`config.mk`:
```
export PLATFORM = sky130hd
export DESIGN_NAME = la_frontend_top
export DESIGN_NICKNAME = d
export VERILOG_FILES = /design/src/common/la_frontend_pkg.sv /design/src/frontend/fetch_stage.sv /design/src/frontend/pc_gen.sv /design/src/frontend/predecode_stage.sv /design/src/rtl/la_frontend_top.sv
export SDC_FILE = /design/constraint.sdc
export NUM_CORES = 1
export LEC_CHECK = 0
export BUFFER_PORTS_ARGS = -buffer_cell sky130_fd_sc_hd__buf_2
export CAP_MARGIN = 20
export CORE_MARGIN = 5
export CORE_UTILIZATION = 54
export CTS_CLUSTER_DIAMETER = 30
export DETAILED_ROUTE_END_ITERATION = 8
export PLACE_DENSITY = 0.89
export SLEW_MARGIN = 20
export SYNTH_ARGS = -nofsm -noshare
export SYNTH_HDL_FRONTEND = slang
export SYNTH_SLANG_ARGS = --single-unit
```
`constraint.sdc`:
```
create_clock -name clk -period 4.2 [get_ports clk]
set_clock_uncertainty 0.15 [all_clocks]
set_input_delay 0.84 -clock clk [delete_from_list [all_inputs] [get_ports clk]]
set_output_delay 0.84 -clock clk [all_outputs]
set_load 0.03 [all_outputs]
```
`src/common/la_frontend_pkg.sv`:
```
`default_nettype none

package la_frontend_pkg;

    localparam int XLEN       = 32;
    localparam int INST_BYTES = XLEN / 8;
    localparam int OFFS_W     = 26;  // b/bl offset field, in words
    localparam int OFFS_SHIFT = 2;

    typedef logic [XLEN-1:0]   addr_t;
    typedef logic [XLEN-1:0]   inst_t;
    typedef logic [2*XLEN-1:0] inst_pair_t;  // slot 1 low word, slot 2 high word
    typedef logic [1:0]        slot_valid_t; // bit 1 is slot 1

    localparam addr_t PC_RESET     = 32'h1c00_0000;
    localparam addr_t FETCH_STRIDE = 32'd8;

    localparam logic [5:0] OPC_B  = 6'b010100;
    localparam logic [5:0] OPC_BL = 6'b010101;

    // direct b / bl only
    function automatic logic is_dir_branch(inst_t ir);
        logic [5:0] opc;
        opc = ir[31:26];
        return (opc == OPC_B) || (opc == OPC_BL);
    endfunction

    // offs26 is split over the word, ir[9:0] holds the upper bits
    function automatic addr_t branch_target(addr_t pc, inst_t ir);
        logic [OFFS_W-1:0] offs;
        addr_t             offs_ext;
        offs     = {ir[9:0], ir[25:10]};
        offs_ext = {{(XLEN-OFFS_W){offs[OFFS_W-1]}}, offs};
        return pc + (offs_ext << OFFS_SHIFT);
    endfunction

endpackage

`default_nettype wire

```
`src/frontend/fetch_stage.sv`:
```
`default_nettype none

module fetch_stage (
    input  logic                   clk,
    input  logic                   i_arst_n,
    input  logic                   i_hold,
    input  logic                   i_flush,
    input  logic                   i_fetch_valid,
    input  logic                   i_fetch_adef,
    input  la_frontend_pkg::addr_t i_fetch_pc,
    output logic                   o_valid,
    output logic                   o_adef,
    output la_frontend_pkg::addr_t o_pc
);
    import la_frontend_pkg::*;

    logic  valid_q;
    logic  adef_q;
    addr_t pc_q;

    // lines up with the read data that arrives one cycle later
    always_ff @(posedge clk or negedge i_arst_n) begin
        if (!i_arst_n) begin
            valid_q <= 1'b0;
        end else if (i_flush) begin
            valid_q <= 1'b0;
        end else if (!i_hold) begin
            valid_q <= i_fetch_valid;
        end
    end

    always_ff @(posedge clk) begin
        if (!i_hold) begin
            pc_q   <= i_fetch_pc;
            adef_q <= i_fetch_adef;
        end
    end

    assign o_valid = valid_q;
    assign o_adef  = adef_q;
    assign o_pc    = pc_q;

endmodule

`default_nettype wire

```
`src/frontend/pc_gen.sv`:
```
`default_nettype none

module pc_gen (
    input  logic                   clk,
    input  logic                   i_arst_n,
    input  logic                   i_hold,
    input  logic                   i_flush_exc,
    input  logic                   i_flush_br,
    input  logic                   i_pre_redirect,
    input  la_frontend_pkg::addr_t i_exc_pc,
    input  la_frontend_pkg::addr_t i_br_pc,
    input  la_frontend_pkg::addr_t i_pre_pc,
    output logic                   o_imem_req,
    output logic                   o_fetch_valid,
    output logic                   o_fetch_adef,
    output la_frontend_pkg::addr_t o_imem_addr
);
    import la_frontend_pkg::*;

    addr_t pc_q;
    addr_t pc_d;
    logic  halted_q;
    logic  halted_d;
    logic  misaligned;

    assign misaligned = |pc_q[OFFS_SHIFT-1:0];

    // external redirects act even under hold
    always_comb begin
        pc_d     = pc_q;
        halted_d = halted_q;
        if (i_flush_exc) begin
            pc_d     = i_exc_pc;
            halted_d = 1'b0;
        end else if (i_flush_br) begin
            pc_d     = i_br_pc;
            halted_d = 1'b0;
        end else if (!i_hold) begin
            if (i_pre_redirect) begin
                pc_d = i_pre_pc;
            end else if (halted_q || misaligned) begin
                halted_d = 1'b1;  // park until an external redirect
            end else begin
                pc_d = pc_q + FETCH_STRIDE;
            end
        end
    end

    always_ff @(posedge clk or negedge i_arst_n) begin
        if (!i_arst_n) begin
            pc_q     <= PC_RESET;
            halted_q <= 1'b0;
        end else begin
            pc_q     <= pc_d;
            halted_q <= halted_d;
        end
    end

    // no read while held, so the memory keeps its last word pair
    assign o_imem_req    = ~halted_q & ~misaligned & ~i_hold;
    assign o_imem_addr   = pc_q;
    assign o_fetch_valid = ~halted_q;
    assign o_fetch_adef  = misaligned;

endmodule

`default_nettype wire

```
`src/frontend/predecode_stage.sv`:
```
`default_nettype none

module predecode_stage (
    input  logic                          clk,
    input  logic                          i_arst_n,
    input  logic                          i_hold,
    input  logic                          i_flush,
    input  logic                          i_valid,
    input  logic                          i_adef,
    input  la_frontend_pkg::addr_t        i_pc,
    input  la_frontend_pkg::inst_pair_t   i_pair,
    output logic                          o_redirect,
    output la_frontend_pkg::addr_t        o_redirect_pc,
    output la_frontend_pkg::slot_valid_t  o_issue_valid,
    output logic                          o_issue_adef,
    output la_frontend_pkg::addr_t        o_issue_pc1,
    output la_frontend_pkg::addr_t        o_issue_pc2,
    output la_frontend_pkg::inst_t        o_issue_ir1,
    output la_frontend_pkg::inst_t        o_issue_ir2
);
    import la_frontend_pkg::*;

    inst_t       ir1;
    inst_t       ir2;
    addr_t       pc2;
    addr_t       tgt1;
    addr_t       tgt2;
    logic        br1;
    logic        br2;
    slot_valid_t slot_valid;

    slot_valid_t valid_q;
    logic        adef_q;
    addr_t       pc1_q;
    addr_t       pc2_q;
    inst_t       ir1_q;
    inst_t       ir2_q;

    // fetch fault carries no instruction bits
    assign ir1 = i_adef ? '0 : i_pair[XLEN-1:0];
    assign ir2 = i_adef ? '0 : i_pair[2*XLEN-1:XLEN];
    assign pc2 = i_pc + INST_BYTES;

    assign br1  = is_dir_branch(ir1);
    assign br2  = is_dir_branch(ir2);
    assign tgt1 = branch_target(i_pc, ir1);
    assign tgt2 = branch_target(pc2, ir2);

    // a taken slot 1 kills slot 2
    always_comb begin
        if (!i_valid) begin
            slot_valid = 2'b00;
        end else if (i_adef || br1) begin
            slot_valid = 2'b10;
        end else begin
            slot_valid = 2'b11;
        end
    end

    assign o_redirect    = i_valid & ~i_adef & ~i_hold & (br1 | br2);
    assign o_redirect_pc = br1 ? tgt1 : tgt2;  // slot 1 first

    always_ff @(posedge clk or negedge i_arst_n) begin
        if (!i_arst_n) begin
            valid_q <= 2'b00;
        end else if (i_flush) begin
            valid_q <= 2'b00;
        end else if (!i_hold) begin
            valid_q <= slot_valid;
        end
    end

    always_ff @(posedge clk) begin
        if (!i_hold) begin
            adef_q <= i_adef;
            pc1_q  <= i_pc;
            pc2_q  <= pc2;
            ir1_q  <= ir1;
            ir2_q  <= ir2;
        end
    end

    assign o_issue_valid = valid_q;
    assign o_issue_adef  = adef_q;
    assign o_issue_pc1   = pc1_q;
    assign o_issue_pc2   = pc2_q;
    assign o_issue_ir1   = ir1_q;
    assign o_issue_ir2   = ir2_q;

endmodule

`default_nettype wire

```
`src/rtl/la_frontend_top.sv`:
```
`default_nettype none

module la_frontend_top (
    input  logic                          clk,
    input  logic                          i_arst_n,
    input  logic                          i_br_redirect,
    input  logic                          i_exc_redirect,
    input  logic                          i_issue_stall,
    input  la_frontend_pkg::addr_t        i_br_pc,
    input  la_frontend_pkg::addr_t        i_exc_pc,
    input  la_frontend_pkg::inst_pair_t   i_imem_rdata,
    output logic                          o_imem_req,
    output la_frontend_pkg::addr_t        o_imem_addr,
    output la_frontend_pkg::slot_valid_t  o_issue_valid,
    output logic                          o_issue_adef,
    output la_frontend_pkg::addr_t        o_issue_pc1,
    output la_frontend_pkg::addr_t        o_issue_pc2,
    output la_frontend_pkg::inst_t        o_issue_ir1,
    output la_frontend_pkg::inst_t        o_issue_ir2
);
    import la_frontend_pkg::*;

    logic  ext_flush;
    logic  hold;
    logic  fetch_valid;
    logic  fetch_adef;
    logic  if2_valid;
    logic  if2_adef;
    addr_t if2_pc;
    logic  pre_redirect;
    addr_t pre_redirect_pc;

    assign ext_flush = i_br_redirect | i_exc_redirect;
    assign hold      = i_issue_stall;

    pc_gen u_pc_gen (
        .clk            (clk),
        .i_arst_n       (i_arst_n),
        .i_hold         (hold),
        .i_flush_exc    (i_exc_redirect),
        .i_flush_br     (i_br_redirect),
        .i_pre_redirect (pre_redirect),
        .i_exc_pc       (i_exc_pc),
        .i_br_pc        (i_br_pc),
        .i_pre_pc       (pre_redirect_pc),
        .o_imem_req     (o_imem_req),
        .o_fetch_valid  (fetch_valid),
        .o_fetch_adef   (fetch_adef),
        .o_imem_addr    (o_imem_addr)
    );

    // predecode redirect drops only the pair behind it
    fetch_stage u_fetch_stage (
        .clk           (clk),
        .i_arst_n      (i_arst_n),
        .i_hold        (hold),
        .i_flush       (ext_flush | pre_redirect),
        .i_fetch_valid (fetch_valid),
        .i_fetch_adef  (fetch_adef),
        .i_fetch_pc    (o_imem_addr),
        .o_valid       (if2_valid),
        .o_adef        (if2_adef),
        .o_pc          (if2_pc)
    );

    predecode_stage u_predecode_stage (
        .clk           (clk),
        .i_arst_n      (i_arst_n),
        .i_hold        (hold),
        .i_flush       (ext_flush),
        .i_valid       (if2_valid),
        .i_adef        (if2_adef),
        .i_pc          (if2_pc),
        .i_pair        (i_imem_rdata),
        .o_redirect    (pre_redirect),
        .o_redirect_pc (pre_redirect_pc),
        .o_issue_valid (o_issue_valid),
        .o_issue_adef  (o_issue_adef),
        .o_issue_pc1   (o_issue_pc1),
        .o_issue_pc2   (o_issue_pc2),
        .o_issue_ir1   (o_issue_ir1),
        .o_issue_ir2   (o_issue_ir2)
    );

endmodule

`default_nettype wire
```
# Word-level counts from Yosys, hierarchy flattened
# Cells that the tools add are included.
[op_classes] addsub=4 n_eq_ne=9 mux=19 bitwise=12 reduce_logical=8
[ops] cell="2-to-1 mux 32 bit" count=8
[ops] cell="adder 32 bit" count=2
[ops] cell="adder 32 x 3 -> 32 bit, second input constant" count=1
[ops] cell="adder 32 x 4 -> 32 bit, second input constant" count=1
[ops] cell="== test 6 x 5 -> 1 bit, second input constant" count=4
[ops] cell="2-to-1 mux 1 bit" count=8
[ops] cell="2-to-1 mux 2 bit" count=3
[ops] cell="!= test 3 bit, second input constant" count=2
[ops] cell="bitwise AND 1 bit" count=5
[ops] cell="logical OR 1 bit" count=4
[ops] cell="!= test 2 x 1 -> 1 bit, second input constant" count=2
[ops] cell="!= test 4 bit, second input constant" count=1
[ops] cell="NOT 1 bit" count=4
[ops] cell="OR 1 bit" count=3
[ops] cell="AND reduction 3 bit" count=1
[ops] cell="nonzero test 3 bit" count=1
[ops] cell="AND reduction 2 bit" count=1
[ops] cell="OR reduction 2 bit" count=1
[totals] reg_bits=198 elab_cells=63

# Logic depth before layout (Yosys ltp)
# Gate-level depths: netlist of run 1.
[depth] word_depth=9 ltp_mapped=16 depth_no_buf=16

# Cells and area by module
# Synthesis of run 1 repeated with hierarchy kept, for this count alone.
[hier_totals] cells_unflattened=1159 area_unflattened_um2=12099.1
[by_module_without_submodules] mod="predecode_stage" instances=1 cells_each=773 area_each_um2=8264.2 seq_area_each_um2=3863.7
[by_module_without_submodules] mod="pc_gen" instances=1 cells_each=347 area_each_um2=2788.9 seq_area_each_um2=829.5
[by_module_without_submodules] mod="fetch_stage" instances=1 cells_each=37 area_each_um2=1033.5 seq_area_each_um2=1016.0
[by_module_without_submodules] mod="la_frontend_top" instances=1 cells_each=2 area_each_um2=12.5 seq_area_each_um2=0.0

# Worst setup path before layout of run 1
# Ideal clock, no wire load.
[synth_timing] kind="input to register" from="in i_issue_stall" to="reg u_pc_gen.pc_q[10], in the netlist u_pc_gen.o_imem_addr[10]" setup_time_ps=126 t_arrival_ps=6026 required_time_ps=3924 setup_slack_ps=-2102 cell_stages=8 path_buffers=2 cell_sequence="clkbuf_1 -> inv_1 -> o21ai_1 -> and2_1 -> clkbuf_1 -> o32ai_1 -> nor3_1 -> a221o_1"
[synth_via] elab_chain_cells=7 word_cells_on_any_way=10 classes_between="eq/ne (2); mux (4); bitwise (3); reduce/logical (1)"
[synth_lines] element="start: declaration" line_no="la_frontend_top.sv:8" source="input logic i_issue_stall,"
[synth_lines] element="NOT 1 bit" line_no="predecode_stage.sv:60" source="assign o_redirect = i_valid & ~i_adef & ~i_hold & (br1 | br2);"
[synth_lines] element="bitwise AND 1 bit (2 in a row)" line_no="predecode_stage.sv:60"
[synth_lines] element="2-to-1 mux 32 bit" line_no="pc_gen.sv:39" source="if (i_pre_redirect) begin"
[synth_lines] element="2-to-1 mux 32 bit" line_no="pc_gen.sv:38" source="end else if (!i_hold) begin"
[synth_lines] element="2-to-1 mux 32 bit" line_no="pc_gen.sv:35" source="end else if (i_flush_br) begin"
[synth_lines] element="2-to-1 mux 32 bit" line_no="pc_gen.sv:32" source="if (i_flush_exc) begin"
[synth_lines] element="end signal: assignment" line_no="pc_gen.sv:54" source="pc_q <= pc_d;"
[synth_lines] element="end: declaration" line_no="pc_gen.sv:20" source="addr_t pc_q;"
# Parallel ways exist; a longest one is shown, timed or not. The select of a mux whose other input is x is not followed.
# A chain may end at the register's enable or synchronous reset.

# Worst setup path after layout of run 1
[layout_timing] from="reg u_fetch_stage.pc_q[3], in the netlist u_fetch_stage.o_pc[3]" to="reg u_pc_gen.pc_q[24], in the netlist u_pc_gen.o_imem_addr[24]"
[layout_via] elab_chain_cells=7 word_cells_on_any_way=8 classes_between="add/sub (3); mux (5)"
[layout_lines] element="start: declaration" line_no="fetch_stage.sv:19" source="addr_t pc_q;"
[layout_lines] element="start signal: assignment" line_no="fetch_stage.sv:34" source="pc_q <= i_fetch_pc;"
[layout_lines] element="adder 32 x 3 -> 32 bit" line_no="predecode_stage.sv:42" source="assign pc2 = i_pc + INST_BYTES;"
[layout_lines] element="named net u_predecode_stage.pc2[19]" line_no="predecode_stage.sv:25" source="addr_t pc2;"
[layout_lines] element="adder 32 bit" line_no="la_frontend_pkg.sv:34" source="return pc + (offs_ext << OFFS_SHIFT);"
[layout_lines] element="2-to-1 mux 32 bit" line_no="predecode_stage.sv:61" source="assign o_redirect_pc = br1 ? tgt1 : tgt2;"
[layout_lines] element="2-to-1 mux 32 bit" line_no="pc_gen.sv:39"
[layout_lines] element="2-to-1 mux 32 bit" line_no="pc_gen.sv:38"
[layout_lines] element="2-to-1 mux 32 bit" line_no="pc_gen.sv:35"
[layout_lines] element="2-to-1 mux 32 bit" line_no="pc_gen.sv:32"
# The timed path passes the listed nets, and every way through them passes these cells. The select of a mux whose other input is x is not followed.

==> results of run 1 <==
## flip-flops by register name (all words and copies together), names as in the netlist
name / count
u_predecode_stage.o_issue_ir2: 32
u_fetch_stage.o_pc: 32
u_pc_gen.halted_q: 1
u_predecode_stage.o_issue_ir1: 32
u_fetch_stage.o_valid: 1
u_predecode_stage.o_issue_pc2: 32
u_predecode_stage.o_issue_adef: 1
u_predecode_stage.o_issue_pc1: 30
u_predecode_stage.o_issue_valid: 2
u_pc_gen.o_imem_addr: 32
u_fetch_stage.o_adef: 1
## how the worst max path moves through the flow
stage          cells past startpoint              startpoint  slack (ps)                       end
6_report                          16   u_fetch_stage.o_pc[3]          70  u_pc_gen.o_imem_addr[24]
5_1_grt                           17  u_fetch_stage.o_pc[11]         -50  u_pc_gen.o_imem_addr[29]
4_1_cts                           15  u_fetch_stage.o_pc[12]          60  u_pc_gen.o_imem_addr[28]
3_5_place_dp                      15  u_fetch_stage.o_pc[12]          60  u_pc_gen.o_imem_addr[28]
3_3_place_gp                      14   u_fetch_stage.o_pc[2]         150  u_pc_gen.o_imem_addr[27]
2_1_floorplan                      9           i_issue_stall        -590  u_pc_gen.o_imem_addr[25]
## Yosys cell counts, types with 13 or more instances
cell type  instances
o21a_1            13
clkbuf_1          34
nand4_1           19
and3_1            22
and2_1            15
a211oi_1          23
nand3_1           44
nor3_1            20
inv_1             21
nor2b_1           70
o22ai_1           25
nand2_1           67
ha_1              62
mux2i_1           15
a31oi_1           14
xor2_1            31
o21ai_0           47
dfrtp_1           33
xnor2_1           50
a21oi_1           85
edfxtp_1         160
a21o_1            29
nor2_1            83
## layer usage
metal	vias to the layer above	global-route usage [%]	part of all wire, %
li1	4954	-	-
met1	5162	40.8	40
met2	703	46.1	46
met3	63	5.93	12
met4	0	7.96	2.1
met5	-	0	0
## critical path: cells and delay by family (launching register included)
kind	cells	cell delay, ps
adder cells (fa/ha/maj)	1	330
flip-flops	1	370
buffers and inverters	3	500
AND/OR/NAND/NOR	4	1150
XOR/XNOR	2	670
AO/OA/AOI/OAI	6	820
## layout by cell type (no fill, tap or decap), types with 7 or more instances in the layout
cell type	count
dfrtp_1	33
xnor2_1	47
buf_4	36
nor2_1	82
nor3_1	19
and2_1	13
and3_1	20
edfxtp_1	160
inv_1	20
ha_1	59
xor2_1	31
o21bai_1	8
nand2_1	67
nand3_1	43
nand4_1	19
o22ai_1	25
clkbuf_16	17
nand2b_1	7
a21oi_1	83
a211oi_1	23
nor2b_1	70
o21a_1	13
o21ai_0	46
a31oi_1	14
a21o_1	29
o211ai_1	10
o31ai_1	9
buf_2	296
mux2i_1	15
## kinds of logic after synthesis
family                     share of synthesized area, %
muxes                                              1.35
xor gates and xnor gates                           6.09
DFF                                                47.9
adders and majority gates                          6.84
AOI/OAI and AO/OA                                  18.5
and+or+nand+nor                                    16.9
buffers and inverters                              2.41
## power groups by stage
stage / clock [W] / combinational (W) / sequential, W
2_1_floorplan: 0 / 0.000847 / 0.00270
3_3_place_gp: 0 / 0.00156 / 0.00248
3_5_place_dp: 0 / 0.00158 / 0.00248
4_1_cts: 0.00173 / 0.00160 / 0.00244
5_1_grt: 0.00181 / 0.00178 / 0.00246
6_report: 0.00172 / 0.00166 / 0.00245
## cell type report
| class | instances | area, µm² | area share (%) |
|---|---|---|---|
| antenna | 1 | 2.50 | 0.0172 |
| clock buffer | 17 | 425 | 2.92 |
| clock inverter | 15 | 198 | 1.36 |
| inverter | 22 | 86.3 | 0.592 |
| multi-input combinational | 873 | 6020 | 41.3 |
| sequential | 196 | 5710 | 39.2 |
| tap | 280 | 350 | 2.40 |
| timing repair buffer | 334 | 1790 | 12.3 |
## through the flow
step	area (µm²)	power [W]	util [%]
6_report	14600	0.00583	67.0
5_1_grt	14600	0.00605	67.0
3_5_place_dp	13800	0.00407	63.4
3_3_place_gp	13800	0.00403	63.4
4_1_cts	14400	0.00577	66.2
2_1_floorplan	12000	0.00355	-
## timing repair
action	CTS	global route
endpoints found under the setup margin	0	8
gates resized for setup	0	23
setup buffers	0	11
==> impl_results.md, run 1 <==
- Outcome: finished clean
- CP Class: flip-flop to flip-flop
- Maximum VDD drop: ~270 µV
- Hold_buf cts: 0
- Starting Density: between 50% and 60%
- Ys async rst share: 18.4%
- Initial antenna violation count: 1
- Top_reg_cell synth: edfxtp_1
- Synth Warn #: 0
- Syn Inst Count: 1136
- Combinational Power Share: 28.4%
- Die area: 25200 µm²
- Longest Clk Path Bufs: 2
- Crit Reg-Reg Startpoint: u_fetch_stage.o_pc[3]
- Unique masters post-synth: 84
- Routed Antenna Nets: 0
- RR Endpoint: u_pc_gen.o_imem_addr[24]
- Number of enable flip-flop cells after synthesis: 160
- P_sw: about 0.0021 W
- Port Buffer Count: 296
- Synth area leader: edfxtp_1
- # IOs: 297
- Final Non-Filler Cells: 1738
- P per Cell Area: 400 nW/µm²
- CP arrival: roughly 4300 ps
- Starting DRT DRC Count: 1340
- Vias: 10900
- Worst EP required: approximately 4400 ps
- Clock power share: 29.5%
- Critical Path Fanout Max: 5
- Layout cells sized above 1: 28.3%
- Sequential power share: approximately two fifths
- Worst-Skew Late Latency: 460 ps
- Synthesized flop and latch total: just under 200
- Leak: 6.24 nW
- Core area: 21800 µm²
- Overall routing resource usage: between 20% and 30%
- Actual slew at the worst max-slew pin: about 1100 ps
- Worst setup SP type: flip-flop
- Avg Cell Area, Syn: 10.5 µm²
- CTS sink count: 196
- Gpl congestion: 0.960
- Yosys top cell area share: between 40% and 50%
- Worst reg-to-reg path cell count: 16
- Seq/Total Area, Yosys: 47.9%
- Hold Path Cell Cnt: 0
- Crit. End Element: flip-flop
- Num CTS Buffers: 17
- Dpl ws: 63.9 ps
- Worst Hold Path EP: u_predecode_stage.o_issue_pc2[1]
- First-pass GRT wire length: ~57000 µm
- Final WL: about 38000 µm
- Reg-to-reg slack, setup: approximately 75 ps
- Max Clk Rate: 0.242 GHz
- Final setup violating endpoints: 0
- Vias per cell: 6.26
- # fillers: between 1500 and 2000
- Total gr overflow: 0
- TritonCTS clock tree: yes
- Min setup slack post-route: 74.9 ps
- Mapped Area: 11900 µm²
- Row count: between 50 and 60
- Sw Share: between 30 and 40%
- TritonRoute pass-1 iters: 5
- CP max stage cell: xnor2_1
- CP dominant cell by count: buf_4
- Nets: approximately 1600
- Synth Net Count: 1333
- DRC: 0
- Die width: 159 µm
- Hold_sp: u_fetch_stage.o_pc[1]
- Setup TNS: 0 ps
- Avg WL per Cell: about 22 µm
- Hold Crit Class: flip-flop to flip-flop
- Post-route minimum period: 4130 ps
- Pint: 0.00371 W
- Largest net degree at the start of global routing: 162
- Area Overhead vs Synth: 22.3%
- Root Driver: clkbuf_16
- Period utilisation layout: around 98%
- Clock slew at reported path FFs: approximately 90 ps
- Max-Cap Viols: 0
- Chip Height: 159 µm
- Critical path cell sequence: buf_4 > and3_2 > nand3_2 > nor4_4 > buf_4 > xor2_1 > ha_1 > a21oi_1 > o21ai_1 > or3b_1 > o31ai_2 > buf_4 > o21ai_1 > xnor2_1 > a211oi_1 > a21boi_1
- Vias in the first global route: 10200
- Placed cell count: ~1700
- Worst slew margin: 29.3%
- Slowest stage delay, CP: 430 ps
- Fin. Hold Viols: 0
- H-Tree Depth: 4
- Max-slew violations: 0
- Top post-synthesis cells by area: edfxtp_1 40%, dfrtp_1 6.9%, ha_1 6.5%
- Hold Slack: 324 ps
- Dpl hpwl: 28400 µm
No activity file was read; power rests on OpenSTA's default activity.
==> run 2: changes to the inputs <==
- ABC_AREA: not set -> 1
- CORE_UTILIZATION: 54 -> 55
==> run 2 against run 1 <==
Final cell count is 29% higher. Utilization fell by 0.35 points. Routed wire length is 16% higher. Non-clock buffer count down 14. Power up 2.1%. Worst setup slack gained 63 ps. Largest cell class unchanged.
==> impl_results.md, run 2 <==
- Outcome: finished clean
- Synth area leader: edfxtp_1
- Final setup violating endpoints: 0
- Worst EP required: around 4400 ps
- Top post-synthesis cells by area: edfxtp_1 37%, nand2_1 11%, inv_1 6.6%
- Synth cell count leaders: 381 x nand2_1, 226 x inv_1, 199 x nor2_1
- Starting Density: 55.2%
- Fin. Hold Viols: 0
- Seq/Total Area, Yosys: ~44%
- Critical Path Fanout Max: 6
- Vias in the first global route: 12500
- Hold Crit Class: flip-flop to flip-flop
- Worst Hold Path EP: u_predecode_stage.o_issue_pc2[0]
- Mapped Area: 12800 µm²
- Most frequent cells in the layout: 379 x nand2_1, 296 x buf_2, 224 x inv_1
- H-Tree Depth: 4
- Root Driver: clkbuf_16
- Post-route minimum period: roughly 4100 ps
- TritonRoute pass-1 iters: 7
- Crit. End Element: flip-flop
- Hold_sp: u_fetch_stage.o_pc[0]
- Period utilisation layout: 96.7%
- Synth Net Count: 1804
- Max Clk Rate: around 0.25 GHz
- Maximum VDD drop: 255 µV
- RSZ-0062 raised after global routing: true
- Vias: 12900
- Crit-path leading delay family: simple AND/OR/NAND/NOR gates
- Chip Height: roughly 160 µm
- Overall routing resource usage: 32.1%
- Cell with the most instances after synthesis: nand2_1
- Final Cell Area: about 16000 µm²
- Final WL: 43900 µm
- Longest Clk Path Bufs: 2
- Syn Inst Count: 1607
- Vias per cell: 5.74
- Die width: 163 µm
- Crit Reg-Reg Startpoint: u_fetch_stage.o_pc[3]
- Worst reg-to-reg path cell count: 19
- Avg WL per Cell: roughly 20 µm
- Slowest stage delay, CP: ~500 ps
- # IOs: about 300
- Critical path cell sequence: buf_4 > nand3_1 > nor2_4 > nand4_1 > nand3b_1 > nor2_2 > nand2_1 > nor2_1 > xor2_1 > ha_1 > a21oi_2 > o21ai_0 > o21bai_1 > a21o_1 > or2_2 > nand2_1 > nand3_2 > nand2_1 > nand2_1
- Buffers & Inverters on Critical Path: 1
- Actual slew at the worst max-slew pin: 936 ps
- Top_reg_cell synth: edfxtp_1
- # fillers: 1935
- Ant. Diodes: 0
- Num CTS Buffers: 17
- Reg-to-reg slack, setup: 140 ps
- Initial antenna violation count: 0
- Die area: 26500 µm²
- TritonCTS clock tree: yes
- Dpl ws: 132 ps
- Most common cell after layout, fill and taps aside: nand2_1
- Worst setup SP type: flip-flop
- Avg Cell Area, Syn: 8.00 µm²
- Hold Path Cell Cnt: 0
- Hold Slack: 307 ps
- CP Class: flip-flop to flip-flop
- Min setup slack post-route: between 100 and 150 ps
- Core area: 23300 µm²
- Gpl congestion: between 0.9 and 1
- Area post-placement: between 10000 and 15000 µm²
- Leak: 7.50 nW
- Nets: 2110
- Worst slew margin: a little under two fifths
- Dpl hpwl: approximately 35000 µm
- Port Buffer Count: 296
- Clock slew at reported path FFs: 90 ps
- Area Overhead vs Synth: 20.7%
- Starting DRT DRC Count: 1469
- Unique masters post-synth: 55
- Max-Cap Viols: 0
- Synth Warn #: 0
- CP dominant cell by count: nand2_1
- Ys async rst share: 18.4%
- CTS sink count: 196
- Max-slew violations: 0
- Largest net degree at the start of global routing: 163
- Routed Antenna Nets: 0
- Synthesized flop and latch total: slightly below 200
- Row count: 56
- P per Cell Area: 384 nW/µm²
- Crit path depth: 19
- First-pass GRT wire length: 66100 µm
- CP arrival: 4250 ps
- Total gr overflow: 0
- DRC: 0
- Yosys top cell area share: 37.4%
- Number of enable flip-flop cells after synthesis: 160
- RR Endpoint: u_pc_gen.o_imem_addr[20]
- Worst-Skew Late Latency: 450 ps
- Layout cells sized above 1: 21.1%
- CP max stage cell: edfxtp_1
==> run 2: repair_timing <==
item,CTS,global route
endpoints found under the setup margin,0,8
resized for setup,0,19
hold buffers,0,0
setup buffers,0,4
endpoints found under the hold margin,0,0
==> run 2: worst max path at each step <==
| stage | end | slack [ps] | from |
|---|---|---|---|
| floorplan | u_pc_gen.o_imem_addr[3] | -180 | i_issue_stall |
| global placement | u_pc_gen.o_imem_addr[23] | 270 | u_fetch_stage.o_pc[3] |
| detailed placement | u_pc_gen.o_imem_addr[23] | 130 | u_fetch_stage.o_pc[3] |
| CTS | u_pc_gen.o_imem_addr[23] | 80 | u_fetch_stage.o_pc[3] |
| global route | u_pc_gen.o_imem_addr[20] | -40 | u_fetch_stage.o_pc[3] |
| finish | u_pc_gen.o_imem_addr[20] | 140 | u_fetch_stage.o_pc[3] |
==> run 2: power breakdown <==
| part | switching, W | total [W] | internal [W] | leakage, nW |
|---|---|---|---|---|
| clock network | 0.000885 | 0.00175 | 0.000868 | 0.304 |
| registers | 0.000187 | 0.00250 | 0.00231 | 2.02 |
| logic | 0.00118 | 0.00170 | 0.000522 | 5.18 |
==> run 2: cell families (layout without fill, tap and decap cells) <==
group,after synthesis,in the layout,share of synthesized area (%)
and+or+nand+nor,817,817,27.5
buffers and inverters,263,582,8.11
AOI/OAI and AO/OA,214,214,9.97
DFF,196,196,44.4
adders and majority gates,64,64,6.35
xor gates and xnor gates,52,52,3.54
muxes,1,1,0.0779
==> run 2: area by class of cell <==
type                       instances  area (µm²)  area share, %
clock buffer                      17         425           2.74
clock inverter                    15         210           1.36
inverter                         230         870           5.61
multi-input combinational       1148        6220           40.1
sequential                       196        5710           36.8
tap                              319         399           2.57
timing repair buffer             320        1670           10.8
==> run 2: per-layer routing <==
layer	share of wire [%]	track usage, %
met3	11	6.93
met1	38	41.8
met5	0	0
met2	47	53.9
met4	3.3	10.1
==> run 2: per-stage QoR <==
| step | total power, W | std cells | utilization [%] | TNS, ps |
|---|---|---|---|---|
| global placement | 0.00414 | 2209 | 63.5 | 0 |
| floorplan | 0.00360 | 1607 | - | -4010 |
| finish | 0.00595 | 2245 | 66.7 | 0 |
| CTS | 0.00590 | 2241 | 66.2 | 0 |
| global route | 0.00619 | 2245 | 66.7 | -42.2 |
| detailed placement | 0.00418 | 2209 | 63.5 | 0 |
